<file path="config.mk">
export PLATFORM = sky130hd
export DESIGN_NAME = dag1Top
export DESIGN_NICKNAME = d
export VERILOG_FILES = /design/src/design/isaPkg.sv /design/src/design/dagPkg.sv /design/src/design/dagBankIf.sv /design/src/design/dag1Top.sv /design/src/design/dmAddrPath.sv /design/src/design/operandLatch.sv /design/src/design/dagRegFile.sv /design/src/design/dagControl.sv /design/src/design/regBank.sv
export SDC_FILE = /design/constraint.sdc
export NUM_CORES = 1
export LEC_CHECK = 0
export ABC_AREA = 1
export BUFFER_PORTS_ARGS = -buffer_cell sky130_fd_sc_hd__buf_2
export CORE_MARGIN = 4
export CORE_UTILIZATION = 59
export DETAILED_ROUTE_END_ITERATION = 7
export PLACE_DENSITY = 0.82
export SLEW_MARGIN = 5
export SYNTH_ARGS = -nofsm -noshare
export SYNTH_HDL_FRONTEND = slang
export SYNTH_SLANG_ARGS = --single-unit
</file>
<file path="constraint.sdc">
create_clock -name DSPCLK -period 13.2 [get_ports DSPCLK]
set_input_delay 1.32 -clock DSPCLK [delete_from_list [all_inputs] [get_ports DSPCLK]]
set_output_delay 1.32 -clock DSPCLK [all_outputs]
set_load 0.01 [all_outputs]
</file>
<file path="src/design/isaPkg.sv">
package isaPkg;

  localparam int IrW = 18;

  // Register select fields of the address generator instructions
  localparam int IFieldLo = 2;   // ir[3:2], shared by I and L
  localparam int MFieldLo = 0;   // ir[1:0]

  // Direct addressing carries the address in the upper bits
  localparam int ImmLo = 4;      // ir[17:4]

  typedef logic [IrW-1:0] irT;

endpackage

</file>
<file path="src/design/dagPkg.sv">
package dagPkg;

  // Datapath widths of the first address generator
  localparam int AddrW = 14;
  localparam int DmdW = 16;    // Data memory bus
  localparam int NumRegs = 4;  // Entries per bank

  // One index, length or modify value
  typedef logic [AddrW-1:0] addrT;

  typedef logic [DmdW-1:0] dmdT;

  // Entry number within a bank
  typedef logic [$clog2(NumRegs)-1:0] regSelT;

  // One bit per entry
  typedef logic [NumRegs-1:0] regMaskT;

endpackage
</file>
<file path="src/design/dagBankIf.sv">
`timescale 1ns/10ps

interface dagBankIf;
  import dagPkg::*;

  regMaskT ld;         // Per-entry load strobe
  addrT    wrData;
  regSelT  rdSel;      // Operand entry
  addrT    rdOperand;  // Entry or bypassed write data
  regMaskT mfSel;      // One-hot readback
  addrT    mfData;

  // Decode side
  modport ctrl (
    output ld,
    output wrData,
    output rdSel,
    output mfSel,
    input  rdOperand,
    input  mfData
  );

  // Storage side
  modport bank (
    input  ld,
    input  wrData,
    input  rdSel,
    input  mfSel,
    output rdOperand,
    output mfData
  );

endinterface

</file>
<file path="src/design/dag1Top.sv">
`timescale 1ns/10ps

module dag1Top (
  input  logic            DSPCLK,
  input  logic            RST,
  input  logic            goC,
  input  logic            goE,
  input  logic            exEn,
  input  logic            post1E,
  input  logic            dag1En,
  input  logic            dmaEn,
  input  logic            mstat1,
  input  logic            mfDag1,
  input  logic            dag1Sel,
  input  logic            dag2Sel,
  input  logic            immSel,
  input  isaPkg::irT      ir,
  input  logic [3:0]      ire,
  input  dagPkg::regMaskT mtIreg,
  input  dagPkg::regMaskT mtLreg,
  input  dagPkg::regMaskT mtMreg,
  input  dagPkg::regMaskT mfIreg,
  input  dagPkg::regMaskT mfLreg,
  input  dagPkg::regMaskT mfMreg,
  input  dagPkg::addrT    newI1,
  input  dagPkg::addrT    dmdIn,
  input  dagPkg::addrT    dag2Addr,
  output dagPkg::addrT    iOp,
  output dagPkg::addrT    lOp,
  output dagPkg::addrT    mOp,
  output dagPkg::addrT    dmaR,
  output dagPkg::addrT    dma,
  output dagPkg::dmdT     dmd
);

  dagBankIf iBank ();
  dagBankIf lBank ();
  dagBankIf mBank ();

  dagControl uCtrl (
    .goC    (goC),
    .exEn   (exEn),
    .post1E (post1E),
    .mtIreg (mtIreg),
    .mtLreg (mtLreg),
    .mtMreg (mtMreg),
    .mfIreg (mfIreg),
    .mfLreg (mfLreg),
    .mfMreg (mfMreg),
    .ire    (ire),
    .ir     (ir),
    .newI1  (newI1),
    .dmdIn  (dmdIn),
    .iBank  (iBank.ctrl),
    .lBank  (lBank.ctrl),
    .mBank  (mBank.ctrl)
  );

  dagRegFile uRegFile (
    .DSPCLK (DSPCLK),
    .RST    (RST),
    .mfDag1 (mfDag1),
    .iBank  (iBank.bank),
    .lBank  (lBank.bank),
    .mBank  (mBank.bank),
    .dmd    (dmd)
  );

  operandLatch uOpLatch (
    .DSPCLK (DSPCLK),
    .RST    (RST),
    .goE    (goE),
    .dag1En (dag1En),
    .iD     (iBank.rdOperand),
    .lD     (lBank.rdOperand),
    .mD     (mBank.rdOperand),
    .iOp    (iOp),
    .lOp    (lOp),
    .mOp    (mOp)
  );

  // Address taken from the bypassed I operand, ahead of the latch
  dmAddrPath uAddrPath (
    .DSPCLK   (DSPCLK),
    .RST      (RST),
    .goE      (goE),
    .dmaEn    (dmaEn),
    .mstat1   (mstat1),
    .dag1Sel  (dag1Sel),
    .dag2Sel  (dag2Sel),
    .immSel   (immSel),
    .iD       (iBank.rdOperand),
    .dag2Addr (dag2Addr),
    .ir       (ir),
    .dmaR     (dmaR),
    .dma      (dma)
  );

endmodule

</file>
<file path="src/design/dmAddrPath.sv">
`timescale 1ns/10ps

module dmAddrPath (
  input  logic         DSPCLK,
  input  logic         RST,
  input  logic         goE,
  input  logic         dmaEn,
  input  logic         mstat1,
  input  logic         dag1Sel,
  input  logic         dag2Sel,
  input  logic         immSel,
  input  dagPkg::addrT iD,
  input  dagPkg::addrT dag2Addr,
  input  isaPkg::irT   ir,
  output dagPkg::addrT dmaR,
  output dagPkg::addrT dma
);
  import dagPkg::*;
  import isaPkg::*;

  addrT revI;
  addrT dag1Addr;
  addrT immAddr;

  // Bit-reversed addressing for FFT buffers
  always_comb
  begin
    for (int b = 0; b < AddrW; b++)
    begin
      revI[b] = iD[AddrW-1-b];
    end
  end

  assign dag1Addr = mstat1 ? revI : iD;
  assign immAddr = ir[ImmLo +: AddrW];

  // Selects are exclusive from the decoder
  assign dmaR = ({AddrW{dag1Sel}} & dag1Addr)
              | ({AddrW{dag2Sel}} & dag2Addr)
              | ({AddrW{immSel}} & immAddr);

  always_ff @(posedge DSPCLK or posedge RST)
  begin
    if (RST)
    begin
      dma <= '0;
    end
    else if (goE && dmaEn)
    begin
      dma <= dmaR;
    end
  end

endmodule

</file>
<file path="src/design/operandLatch.sv">
`timescale 1ns/10ps

module operandLatch (
  input  logic         DSPCLK,
  input  logic         RST,
  input  logic         goE,
  input  logic         dag1En,
  input  dagPkg::addrT iD,
  input  dagPkg::addrT lD,
  input  dagPkg::addrT mD,
  output dagPkg::addrT iOp,
  output dagPkg::addrT lOp,
  output dagPkg::addrT mOp
);
  import dagPkg::*;

  logic capture;

  assign capture = goE & dag1En;

  // Operands for the post-modify adder in the next stage
  always_ff @(posedge DSPCLK or posedge RST)
  begin
    if (RST)
    begin
      iOp <= '0;
      lOp <= '0;
      mOp <= '0;
    end
    else if (capture)
    begin
      iOp <= iD;
      lOp <= lD;
      mOp <= mD;
    end
  end

endmodule

</file>
<file path="src/design/dagRegFile.sv">
`timescale 1ns/10ps

module dagRegFile (
  input  logic        DSPCLK,
  input  logic        RST,
  input  logic        mfDag1,
  dagBankIf.bank      iBank,
  dagBankIf.bank      lBank,
  dagBankIf.bank      mBank,
  output dagPkg::dmdT dmd
);
  import dagPkg::*;

  addrT mergedData;
  dmdT  busWord;

  regBank iRegs (
    .DSPCLK (DSPCLK),
    .RST    (RST),
    .bus    (iBank)
  );

  regBank lRegs (
    .DSPCLK (DSPCLK),
    .RST    (RST),
    .bus    (lBank)
  );

  regBank mRegs (
    .DSPCLK (DSPCLK),
    .RST    (RST),
    .bus    (mBank)
  );

  // Only one bank is read back at a time
  assign mergedData = iBank.mfData | lBank.mfData | mBank.mfData;

  // Modify values are signed, so the top bits copy the M sign
  assign busWord = {{(DmdW - AddrW){mBank.mfData[AddrW-1]}}, mergedData};

  assign dmd = {DmdW{mfDag1}} & busWord;  // Off the bus unless selected

endmodule

</file>
<file path="src/design/dagControl.sv">
`timescale 1ns/10ps

module dagControl (
  input  logic            goC,
  input  logic            exEn,
  input  logic            post1E,
  input  dagPkg::regMaskT mtIreg,
  input  dagPkg::regMaskT mtLreg,
  input  dagPkg::regMaskT mtMreg,
  input  dagPkg::regMaskT mfIreg,
  input  dagPkg::regMaskT mfLreg,
  input  dagPkg::regMaskT mfMreg,
  input  logic [3:0]      ire,
  input  isaPkg::irT      ir,
  input  dagPkg::addrT    newI1,
  input  dagPkg::addrT    dmdIn,
  dagBankIf.ctrl          iBank,
  dagBankIf.ctrl          lBank,
  dagBankIf.ctrl          mBank
);
  import dagPkg::*;
  import isaPkg::*;

  logic    wrGate;
  regSelT  postSel;
  regMaskT postLd;

  assign wrGate = exEn & goC;  // Execute in the C phase
  assign postSel = ire[3:2];   // I register of the executing instruction

  // Post-modify decode
  always_comb
  begin
    postLd = '0;
    postLd[postSel] = post1E;
  end

  assign iBank.ld = {NumRegs{wrGate}} & (mtIreg | postLd);
  assign lBank.ld = {NumRegs{wrGate}} & mtLreg;
  assign mBank.ld = {NumRegs{wrGate}} & mtMreg;

  // Updated index takes the I write port during post-modify
  assign iBank.wrData = post1E ? newI1 : dmdIn;
  assign lBank.wrData = dmdIn;
  assign mBank.wrData = dmdIn;

  // L follows the I field
  assign iBank.rdSel = ir[IFieldLo +: $bits(regSelT)];
  assign lBank.rdSel = ir[IFieldLo +: $bits(regSelT)];
  assign mBank.rdSel = ir[MFieldLo +: $bits(regSelT)];

  assign iBank.mfSel = mfIreg;
  assign lBank.mfSel = mfLreg;
  assign mBank.mfSel = mfMreg;

endmodule

</file>
<file path="src/design/regBank.sv">
`timescale 1ns/10ps

module regBank (
  input logic    DSPCLK,
  input logic    RST,
  dagBankIf.bank bus
);
  import dagPkg::*;

  addrT entry [NumRegs];
  addrT readback;

  always_ff @(posedge DSPCLK or posedge RST)
  begin
    if (RST)
    begin
      for (int k = 0; k < NumRegs; k++)
      begin
        entry[k] <= '0;
      end
    end
    else
    begin
      for (int k = 0; k < NumRegs; k++)
      begin
        if (bus.ld[k])
        begin
          entry[k] <= bus.wrData;
        end
      end
    end
  end

  // Write in the same cycle wins over the stored entry
  assign bus.rdOperand = bus.ld[bus.rdSel] ? bus.wrData : entry[bus.rdSel];

  // Wired-OR readback, normally a single bit set
  always_comb
  begin
    readback = '0;
    for (int k = 0; k < NumRegs; k++)
    begin
      if (bus.mfSel[k])
      begin
        readback = readback | entry[k];
      end
    end
  end

  assign bus.mfData = readback;

endmodule

</file>
Word-level counts from Yosys, hierarchy flattened
Index checks and enable logic that the tools add are counted.

word-level totals
  register bits after elaboration = 224
  bits of input ports = 101
  output and inout bits = 86
  logic and storage cells = 84

operators by class
  $lt $le $gt $ge = 6
  multiplexer cells = 34
  bitwise operators = 26
  reduce and logical (&&, ||, !) cells = 2

operators with widths
  operator              number
  $mux W14              23
  $or A14 B14 Y14       13
  $bmux W14 S2          3
  $and A14 B14 Y14      3
  $and A16 B16 Y16      1
  $and A4 B4 Y4         4
  $lt A2 B3 Y1 const B  3
  $bmux W1 S2           3
  $ge A3 B3 Y1 const B  2
  $not A2 Y3            2
  $mux W1               4
  $or A4 B4 Y4          1
  $and A1 B1 Y1         2
  $demux W1 S2          1
  $ge A2 B1 Y1 const B  1
  $logic_and A1 B1 Y1   2

Longest topological paths before layout
Gate-level depths: netlist of run 1.

  depth after elaboration = 14
  depth in mapped cells = 13
  gate-level depth less buffers = 12

Modules after synthesis
A second synthesis of run 1 with hierarchy kept.

unflattened totals
  cell total of the unflattened synthesis = 1964
  area total of the unflattened synthesis = 13417.9 µm²

by module, submodules not included
  module        times used  cells each  area each (µm²)  sequential area each (µm²)
  regBank       3           472         3215.6           1401.3
  operandLatch  1           184         1791.7           1051.0
  dmAddrPath    1           193         1056.0           350.3
  dagControl    1           124         680.7            0.0
  dagRegFile    1           47          242.7            0.0

Least setup slack after synthesis of run 1
No wires, ideal clock.

  path kind = input-to-output
  from = in exEn
  to = out dmaR[12]
  arrival time = 2.336 ns
  required time = 11.880 ns
  path slack = 9.544 ns
  cell stages on the path = 11
  path buffers = 2
  cells stage by stage = nand2_2 inv_2 buf_6 nand3_2 nand3_2 nand2_4 buf_8 nand2_1 nand3_1 nand3_1 nand2_1

between the ends
  cells in the longest elaborated chain, start to end = 9

ends and longest elaborated chain
  what                           line              source
  from (decl)                    dag1Top.sv:8      input logic exEn,
  $and A1 B1 Y1                  dagControl.sv:28  assign wrGate = exEn & goC;
  $and A4 B4 Y4                  dagControl.sv:38  assign iBank.ld = {NumRegs{wrGate}} & (mtIreg | postLd);
  $bmux W1 S2                    regBank.sv:35     assign bus.rdOperand = bus.ld[bus.rdSel] ? bus.wrData : entry[bus.rdSel];
  $mux W1 (not written as such)  regBank.sv:35
  $mux W14                       regBank.sv:35
  $mux W14                       dmAddrPath.sv:34  assign dag1Addr = mstat1 ? revI : iD;
  $and A14 B14 Y14               dmAddrPath.sv:38  assign dmaR = ({AddrW{dag1Sel}} & dag1Addr)
  $or A14 B14 Y14                dmAddrPath.sv:39  | ({AddrW{dag2Sel}} & dag2Addr)
  $or A14 B14 Y14                dmAddrPath.sv:40  | ({AddrW{immSel}} & immAddr);
  to (decl)                      dag1Top.sv:31     output dagPkg::addrT dmaR,

No other way between the ends. The select of a mux whose other input is x is not followed.

Worst setup path after layout of run 1
  from = in ir[2]
  to = out dmaR[11]

between the ends
  cells in the longest elaborated chain, start to end = 9
  elaborated cells between the ends (all ways) = 11
  classes of those cells = 7 x mux; 4 x bitwise

ends and longest elaborated chain
  what                                          line              source
  from (decl)                                   dag1Top.sv:17     input isaPkg::irT ir,
  $not A2 Y3 (not written as such)              regBank.sv:35
  $bmux W14 S2                                  regBank.sv:35
  $mux W14 (not written as such) (2 in series)  regBank.sv:35
  $mux W14 *                                    regBank.sv:35
  $mux W14 *                                    dmAddrPath.sv:34
  $and A14 B14 Y14 *                            dmAddrPath.sv:38
  $or A14 B14 Y14 *                             dmAddrPath.sv:39
  $or A14 B14 Y14 *                             dmAddrPath.sv:40

Mark *: on every way between the ends. The rest lies on a longest branch, timed or not. The select of a mux whose other input is x is not followed.

==> results of run 1 <==
==> power by group <==
| part | internal (µW) | total [µW] | leakage (µW) | switching [µW] |
|---|---|---|---|---|
| registers | 804 | 884 | 0.00276 | 79.6 |
| clock network | 373 | 642 | 0.000360 | 269 |
| logic | 153 | 450 | 0.00347 | 297 |
==> metrics by stage <==
stage | utilization (%) | cells | instance area [µm²] | setup WS [ns] | power [µW]
3_3_place_gp | 64.5 | 1876 | 12500 | 8.01 | 1310
6_report | 68.3 | 1916 | 13300 | 7.90 | 1980
2_1_floorplan | - | 1514 | 11600 | 5.75 | 1150
5_1_grt | 68.3 | 1916 | 13300 | 7.73 | 2070
4_1_cts | 68.3 | 1916 | 13300 | 7.98 | 1960
3_5_place_dp | 64.5 | 1876 | 12500 | 7.99 | 1330
==> state kept, by name, indices dropped and copies added (netlist names) <==
name,cells
uAddrPath.dma,14
uRegFile.lRegs.entry,56
uOpLatch.mOp,14
uOpLatch.lOp,14
uRegFile.mRegs.entry,56
uRegFile.iRegs.entry,56
uOpLatch.iOp,14
==> area by class of cell <==
cell class                      instances  share of cell area (%)
Timing Repair Buffer                  194                    7.52
Sequential cell                       224                    42.3
Tap cell                              265                    2.50
Inverter                              151                    4.33
Clock buffer                           35                    5.14
Clock inverter                          5                   0.397
Multi-Input combinational cell       1042                    37.8
==> worst max-delay path, stage by stage <==
cell and delay, ns:
buf_2 0.08, buf_4 0.47, inv_2 0.31, buf_4 0.38
nand3_2 0.14, nand3_2 0.28, nand2_4 0.31, nand2_2 0.09
nand3_1 0.07, nand3_1 0.12, nand2_1 0.17, buf_2 0.17
==> logic make-up after synthesis <==
family	count (synthesis)	synth area share, %
AND/OR/NAND/NOR	513	17.9
AO/OA/AOI/OAI	529	25.2
flip-flops	224	48.2
buffers and inverters	248	8.69
==> synth_stat cells, types with 2 or more instances <==
cell type | instances | area (µm²)
inv_2 | 4 | 15.0
a21oi_1 | 102 | 510
buf_4 | 6 | 45.0
a221oi_1 | 28 | 245
nand3_1 | 73 | 365
nor2_1 | 43 | 161
o31ai_1 | 2 | 15.0
o22ai_1 | 16 | 100
clkbuf_1 | 67 | 251
clkinv_1 | 2 | 7.51
nand3_2 | 3 | 30.0
a31oi_1 | 14 | 87.6
o211ai_1 | 5 | 37.5
buf_6 | 3 | 33.8
a22o_1 | 22 | 193
inv_1 | 145 | 544
a21oi_2 | 2 | 17.5
nand2_2 | 9 | 56.3
clkbuf_2 | 2 | 10.0
o2111ai_1 | 6 | 52.6
nand2_1 | 381 | 1430
dfrtp_1 | 224 | 5610
buf_2 | 17 | 85.1
o21ai_1 | 2 | 10.0
o21ai_0 | 327 | 1640
==> per-layer routing <==
| metal | wire length (µm) | share of wire (%) |
|---|---|---|
| met5 | 0 | 0 |
| met4 | 2690 | 6.6 |
| met3 | 5820 | 14 |
| met2 | 17200 | 42 |
| met1 | 15000 | 37 |
==> worst min path at each step <==
stage / startpoint / endpoint / slack (ns) / cells after the start
floorplan: uRegFile.lRegs.entry[0] / uRegFile.lRegs.entry[0] / 0.45 / 2
global placement: uAddrPath.dma[4] / uAddrPath.dma[4] / 0.46 / 2
detailed placement: uAddrPath.dma[10] / uAddrPath.dma[10] / 0.46 / 2
CTS: uAddrPath.dma[12] / uAddrPath.dma[12] / 0.48 / 2
global route: uAddrPath.dma[10] / uAddrPath.dma[10] / 0.50 / 2
finish: uAddrPath.dma[12] / uAddrPath.dma[12] / 0.47 / 2
==> results.tsv, run 1 <==
metric	value	unit
synth-main-ff-cell	dfrtp_1	
via_count	12000	
grt_pass1_wl	62.3	mm
busiest_layer	met2	
drcViolationCount	0	
numCtsBuffers	23	
dp_hpwl	28.0	mm
critPathKind	in -> out	
htree_levels	1	
status	finished clean	
worstPathArrival	3.98	ns
drt-initial-drc-count	1600	
syn-cell-area	0.0116	mm²
gr-usage-met2	54.2	%
cts_setup_buffers	0	
final_common_cell	nand2_1	
slew-limit-headroom	21.5	%
seq_area	0.00561	mm²
cap_violations	0	
pwr_density_cell	149	mW/mm²
multi_input_area	0.00501	mm²
reg2reg_slack	11.54	ns
port_buffers	184	
die_x	148	µm
wl	40.7	mm
start_util	59.9	%
crit_start	ir[2]	
ant_nets	0	
gp_congestion	0.968	
crit_required	11.88	ns
vias_per_cell	6.27	
period_minus_slack	5.30	ns
synth_nets	1615	
clock-root-buffer	clkbuf_16	
rr_worst_depth	10	
rr_endpoint	uAddrPath.dma[10]	
total_leakage_power	0.00658	µW
final_nets	1737	
antenna_found_initial	0	
cts_hold_buffers	0	
rsz0062_at_grt	no	
io_pins	187	
cp-end-kind	output pin	
clk_pin_slew	0.06	ns
diodes	0	
crit_end	dmaR[11]	
ys_seq_area_share	48.2	%
hold_viol	0	
tritoncts	done	
ys_warn_count	0	
setup_viol	0	
core_area	0.0194	mm²
clock_skew	0.00919	ns
synth-edff-count	0	
grtUsageTotal	36.4	%
yosys.cell_types.count	34	
worstReg2RegStart	uRegFile.iRegs.entry[3]	
cts_resized	0	
synthCells	1514	
wl_per_cell	21.3	µm
startpoint_type	primary input	
drive_gt1_share	15.1	%
grt_max_degree	136	
fillers	1637	
min_path_type	reg -> reg	
syn_area_per_cell	7.68	µm²
cts_buffer_depth	3	
use_met1	49.8	%
async_reset_ff_share	100	%
tightest_slew	1.17	ns
synth_seq_cells	224	
grt-ovfl-total	0	
period_share	40.1	%
clock_latency	0.51	ns
path_max_fanout	51	
grt_util_met3	9.51	%
slew_viol_final	0	
std_cell_rows	51	
irDropWorstVdd	0.111	mV
maxClockFrequency	189	MHz
die_height	148	µm
grt_pass1_vias	11100	
fin_tns_setup	0	ns
final_cell_mix	381 x nand2_1, 327 x o21ai_0, 224 x dfrtp_1	
timing.hold.ws	0.471	ns
syn_to_final_growth	14.0	%
die_area	0.0220	mm²
numClockSinks	224	
dr.pass1.iters	8	
No activity file was read; power rests on OpenSTA's default activity.
==> inputs of run 2 (changes only) <==
Settings changed: CORE_UTILIZATION 59 to 52, PLACE_DENSITY 0.82 to 0.76.
Clock period 13.2 ns to 4.3 ns, I/O delays scaled along.
==> results.tsv, run 2 (synthesis gave the netlist of run 1 again) <==
metric	value	unit
period_share	65.9	%
diodes	0	
crit_required	3.87	ns
tritoncts	done	
min_path_type	in -> reg	
clock-root-buffer	clkbuf_16	
setup_viol	0	
port_buffers	184	
worstPathBufferInverterCount	3	
antenna_found_initial	1	
std_cell_rows	54	
cp_slowest_cell	buf_4	
numClockSinks	224	
die_x	158	µm
slew_viol_final	0	
pwr_density_cell	465	mW/mm²
clock_skew	0.0223	ns
htree_levels	1	
cts_buffer_depth	3	
clk_pin_slew	0.06	ns
final_nets	1748	
path_max_fanout	48	
clock_latency	0.54	ns
worstPathArrival	2.41	ns
grt_pass1_vias	10800	
drive_gt1_share	15.9	%
vias_per_cell	6.09	
grt-ovfl-total	0	
dr.pass1.iters	6	
ant_nets	0	
dp_hpwl	29.5	mm
total_leakage_power	0.00667	µW
die_area	0.0248	mm²
seq_area	0.00561	mm²
fin_util	61.5	%
crit_chain	buf_2 -> buf_4 -> nand3_1 -> nand3_2 -> nand2_4 -> nand2_1 -> nand3_1 -> nand3_1 -> nand2_1 -> buf_2	
fin_tns_setup	0	ns
slew-limit-headroom	18.7	%
fillers	1957	
start_util	53.1	%
wl	42.0	mm
cap_violations	0	
reg_top3	uRegFile.iRegs.entry (56), uRegFile.lRegs.entry (56), uRegFile.mRegs.entry (56)	
core_area	0.0219	mm²
cp-end-kind	output pin	
finalInstanceArea	0.0135	mm²
tightest_slew	1.22	ns
drt-initial-drc-count	1715	
status	finished clean	
grt_max_degree	134	
numCtsBuffers	24	
wl_per_cell	21.6	µm
crit_family	simple AND/OR/NAND/NOR gates	
place_area	0.0126	mm²
final_common_cell	nand2_1	
multi_input_area	0.00501	mm²
gp_congestion	0.995	
cts_setup_buffers	0	
die_height	158	µm
cpPeakStageDelay	0.45	ns
period_minus_slack	2.84	ns
via_count	11800	
syn_to_final_growth	15.7	%
startpoint_type	primary input	
rsz0062_at_grt	no	
maxClockFrequency	353	MHz
final_cell_mix	381 x nand2_1, 327 x o21ai_0, 224 x dfrtp_1	
grtUsageTotal	33.0	%
hold_viol	0	
irDropWorstVdd	0.251	mV
critPathKind	in -> out	
reg2reg_slack	2.52	ns
grt_pass1_wl	62.6	mm
worst_path_most_repeated_cell	nand3_1	
drcViolationCount	0	
io_pins	187	
-- run 2: metal layers --
metal | track usage, % | vias up | routed length [µm]
met3 | 7.59 | 129 | 5340
li1 | - | 5367 | -
met1 | 44.6 | 5557 | 16000
met5 | 0 | - | 12
met4 | 16.4 | 2 | 2310
met2 | 50.3 | 785 | 18300
-- run 2: cell type report --
| type | instances | share of cell area, % |
|---|---|---|
| clock buffers | 29 | 4.83 |
| well taps | 280 | 2.60 |
| flip-flops and latches | 224 | 41.7 |
| repair buffers | 204 | 8.16 |
| clock inverters | 14 | 1.26 |
| multi-input cells | 1042 | 37.2 |
| inverters | 151 | 4.24 |
-- run 2: final timing paths --
| kind | start | endpoint | cells after the start |
|---|---|---|---|
| setup / recovery | ir[2] | dmaR[12] | 10 |
| hold / removal | dmdIn[12] | uOpLatch.lOp[12] | 3 |
| setup reg to reg | uRegFile.iRegs.entry[1] | uAddrPath.dma[12] | 10 |
| hold reg to reg | uAddrPath.dma[0] | uAddrPath.dma[0] | 2 |
| max in group asynchronous | RST | uRegFile.iRegs.entry[14] | 4 |
| min in group asynchronous | RST | uOpLatch.mOp[0] | 3 |
-- run 2: stage by stage --
step	cells	hold WS, ns	setup WS (ns)	total power [µW]
2_1_floorplan	1514	0.453	0.946	3540
3_3_place_gp	1900	0.457	1.54	4060
3_5_place_dp	1900	0.460	1.50	4100
4_1_cts	1944	0.273	1.50	6240
5_1_grt	1944	0.298	1.32	6550
6_report	1944	0.300	1.46	6260
-- run 2: repair_timing --
action / 4_1_cts / 5_1_grt
hold buffers: 1 / 0
endpoints found under the hold margin: 18 / 0
gates resized for setup: 0 / 0
-- run 2: worst min-delay path: stages --
cell     delay [ns]
buf_2          0.18
a21oi_1        0.06
o21ai_1        0.12
-- run 2: power by group --
part	internal, µW	switching [µW]
clock	1260	886
combinational	477	916
sequential	2470	253
total	4210	2060
==> inputs of run 3 (changes only) <==
Settings changed: ABC_AREA 1 to 0.
Clock period 4.3 ns to 2.35 ns, I/O delays scaled along.
==> results.tsv, run 3 <==
metric	value	unit
status	finished, violations left	
violations	setup timing	
synth-xor-area-share	0	%
synthAdderAreaFrac	0	%
synth_nets	1074	
synthTopCellsByArea	dfrtp_1 49%, mux2_2 12%, mux4_2 8.7%	
slew_viol_final	0	
via_count	9810	
synth_seq_cells	224	
tightest_slew	0.858	ns
antenna_found_initial	1	
min_path_type	in -> reg	
synth-main-ff-cell	dfrtp_1	
cp-end-kind	output pin	
synth_top_cell_area_share	49.1	%
vias_per_cell	6.57	
grt-ovfl-total	0	
async_reset_ff_share	100	%
fin_ws	-0.0922	ns
synth-edff-count	0	
period_minus_slack	2.44	ns
top_layer_used	met5	
ant_nets	0	
syn_to_final_growth	24.1	%
irDropWorstVdd	0.572	mV
critPathKind	reg -> out	
startpoint_type	flip-flop	
tritoncts	done	
syn-cell-area	0.0114	mm²
worstPathArrival	2.21	ns
numClockSinks	224	
hold_viol	0	
path_max_fanout	2	
clock_latency	0.52	ns
gp_congestion	0.905	
clock-root-buffer	clkbuf_16	
cap_violations	0	
maxClockFrequency	409	MHz
wl_met2	17.9	mm
place_area	0.0129	mm²
grt_max_degree	72	
pwr_density_cell	841	mW/mm²
fillers	1535	
yosys.area_share.simple	7.18	%
wl_met1	13.4	mm
total_leakage_power	0.00652	µW
rsz0062_at_grt	yes	
dp_hpwl	24.3	mm
period_share	104	%
die_area	0.0244	mm²
synth_top_family_by_area	multiplexers	
synth_top_cells_by_count	224 x dfrtp_1, 117 x mux2_2, 109 x nand2_1	
fin_tns_setup	-0.320	ns
htree_levels	1	
std_cell_rows	53	
ys_seq_area_share	49.1	%
synth-compound-area-share	16.4	%
seq_area	0.00561	mm²
yosysMostFrequentCell	dfrtp_1	
wl_per_cell	25.0	µm
clk_pin_slew	0.06	ns
diodes	0	
dr.pass1.iters	6	
grt_pass1_vias	9689	
drt-initial-drc-count	1048	
finalInstanceArea	0.0142	mm²
fin_util	66.5	%
grt_pass1_wl	55.0	mm
ys_warn_count	0	
numCtsBuffers	23	
grtUsageTotal	29.4	%
final_nets	1304	
die_height	156	µm
timing.hold.ws	0.0450	ns
syn_area_per_cell	11.7	µm²
muxShareOfSynthArea	23.9	%
start_util	53.6	%
slew-limit-headroom	42.8	%
die_x	156	µm
crit_required	2.12	ns
multi_input_area	0.00558	mm²
dr_wl_met3	3.87	mm
clock_skew	0.0108	ns
yosys.cell_types.count	42	
core_area	0.0213	mm²
yosys.area.top_type	dfrtp_1	
final_cell_mix	224 x dfrtp_1, 179 x buf_2, 117 x mux2_2	
setup_viol	7	
cts_buffer_depth	3	
reg_top3	uRegFile.iRegs.entry (56), uRegFile.lRegs.entry (56), uRegFile.mRegs.entry (56)	
wl	37.3	mm
final_common_cell	dfrtp_1	
io_pins	187	
synthCells	973	
drcViolationCount	0	
port_buffers	184	
drive_gt1_share	43.0	%
==> run 3: cell count changes in the layout (fill, tap and decap cells not counted), sizes merged, moves of 16 or more <==
| cell | before | now |
|---|---|---|
| inv | 148 | 9 |
| a22o | 22 | 41 |
| buf | 203 | 288 |
| o21ai | 329 | 93 |
| a21oi | 104 | 16 |
| mux2i | 0 | 42 |
| nand3 | 77 | 2 |
| mux2 | 0 | 117 |
| nand2 | 391 | 109 |
| mux4 | 0 | 44 |
| o22ai | 16 | 0 |
==> run 3: final timing paths <==
path / from / slack, ns / to / depth (start not counted)
setup / recovery: uRegFile.iRegs.entry[18] / -0.09 / dmaR[4] / 5
hold / removal: ir[4] / 0.04 / uAddrPath.dma[0] / 3
setup reg to reg: uRegFile.iRegs.entry[18] / 0.55 / uAddrPath.dma[9] / 7
hold reg to reg: uOpLatch.iOp[4] / 0.46 / uOpLatch.iOp[4] / 2
max in group asynchronous: RST / 1.46 / uOpLatch.mOp[0] / 4
min in group asynchronous: RST / 0.22 / uRegFile.iRegs.entry[55] / 3
==> run 3: power by group <==
part	total (µW)	leakage [µW]	switching [µW]	internal, µW
clock network	3600	0.000358	1520	2080
registers	5140	0.00267	542	4600
logic	3180	0.00348	1550	1630
==> run 3: critical path: stages, from the launching register on <==
cell      delay [ns]
dfrtp_1         0.40
mux4_2          0.53
and2_4          0.18
o311a_4         0.31
nand2b_4        0.13
buf_2           0.14
==> run 3: metal layers <==
| metal | vias up | global-route usage, % |
|---|---|---|
| met5 | - | 0 |
| met4 | 2 | 14.4 |
| met3 | 171 | 5.27 |
| met2 | 634 | 49.7 |
| met1 | 4861 | 36.5 |
| li1 | 4142 | - |
==> run 3: through the flow <==
stage | setup WS (ns) | total power [µW] | cells
5_1_grt | -0.136 | 12400 | 1493
3_5_place_dp | -0.00318 | 7970 | 1406
3_3_place_gp | 0.0187 | 7860 | 1406
2_1_floorplan | -0.809 | 6850 | 973
4_1_cts | -0.0879 | 11700 | 1471
6_report | -0.0922 | 11900 | 1493
==> run 3: logic make-up (layout without fill, tap and decap cells) <==
| family | Yosys count | after routing |
|---|---|---|
| mux | 203 | 203 |
| flops | 224 | 224 |
| simple gates | 192 | 192 |
| compound gates | 260 | 260 |
| buf+inv | 94 | 339 |
==> run 3: area by class of cell <==
class / instances / area share (%)
clock buffer: 37 / 5.07
clock inverter: 3 / 0.141
inverter: 10 / 0.291
multi-input combinational: 655 / 39.4
sequential: 224 / 39.6
tap: 275 / 2.43
timing repair buffer: 289 / 13.1
==> run 3: timing repair <==
item,CTS,global route
hold buffers,1,0
endpoints found under the hold margin,7,0
resized for setup,17,16
buffers inserted,24,22
pin swaps,13,4
setup endpoints to repair,11,14
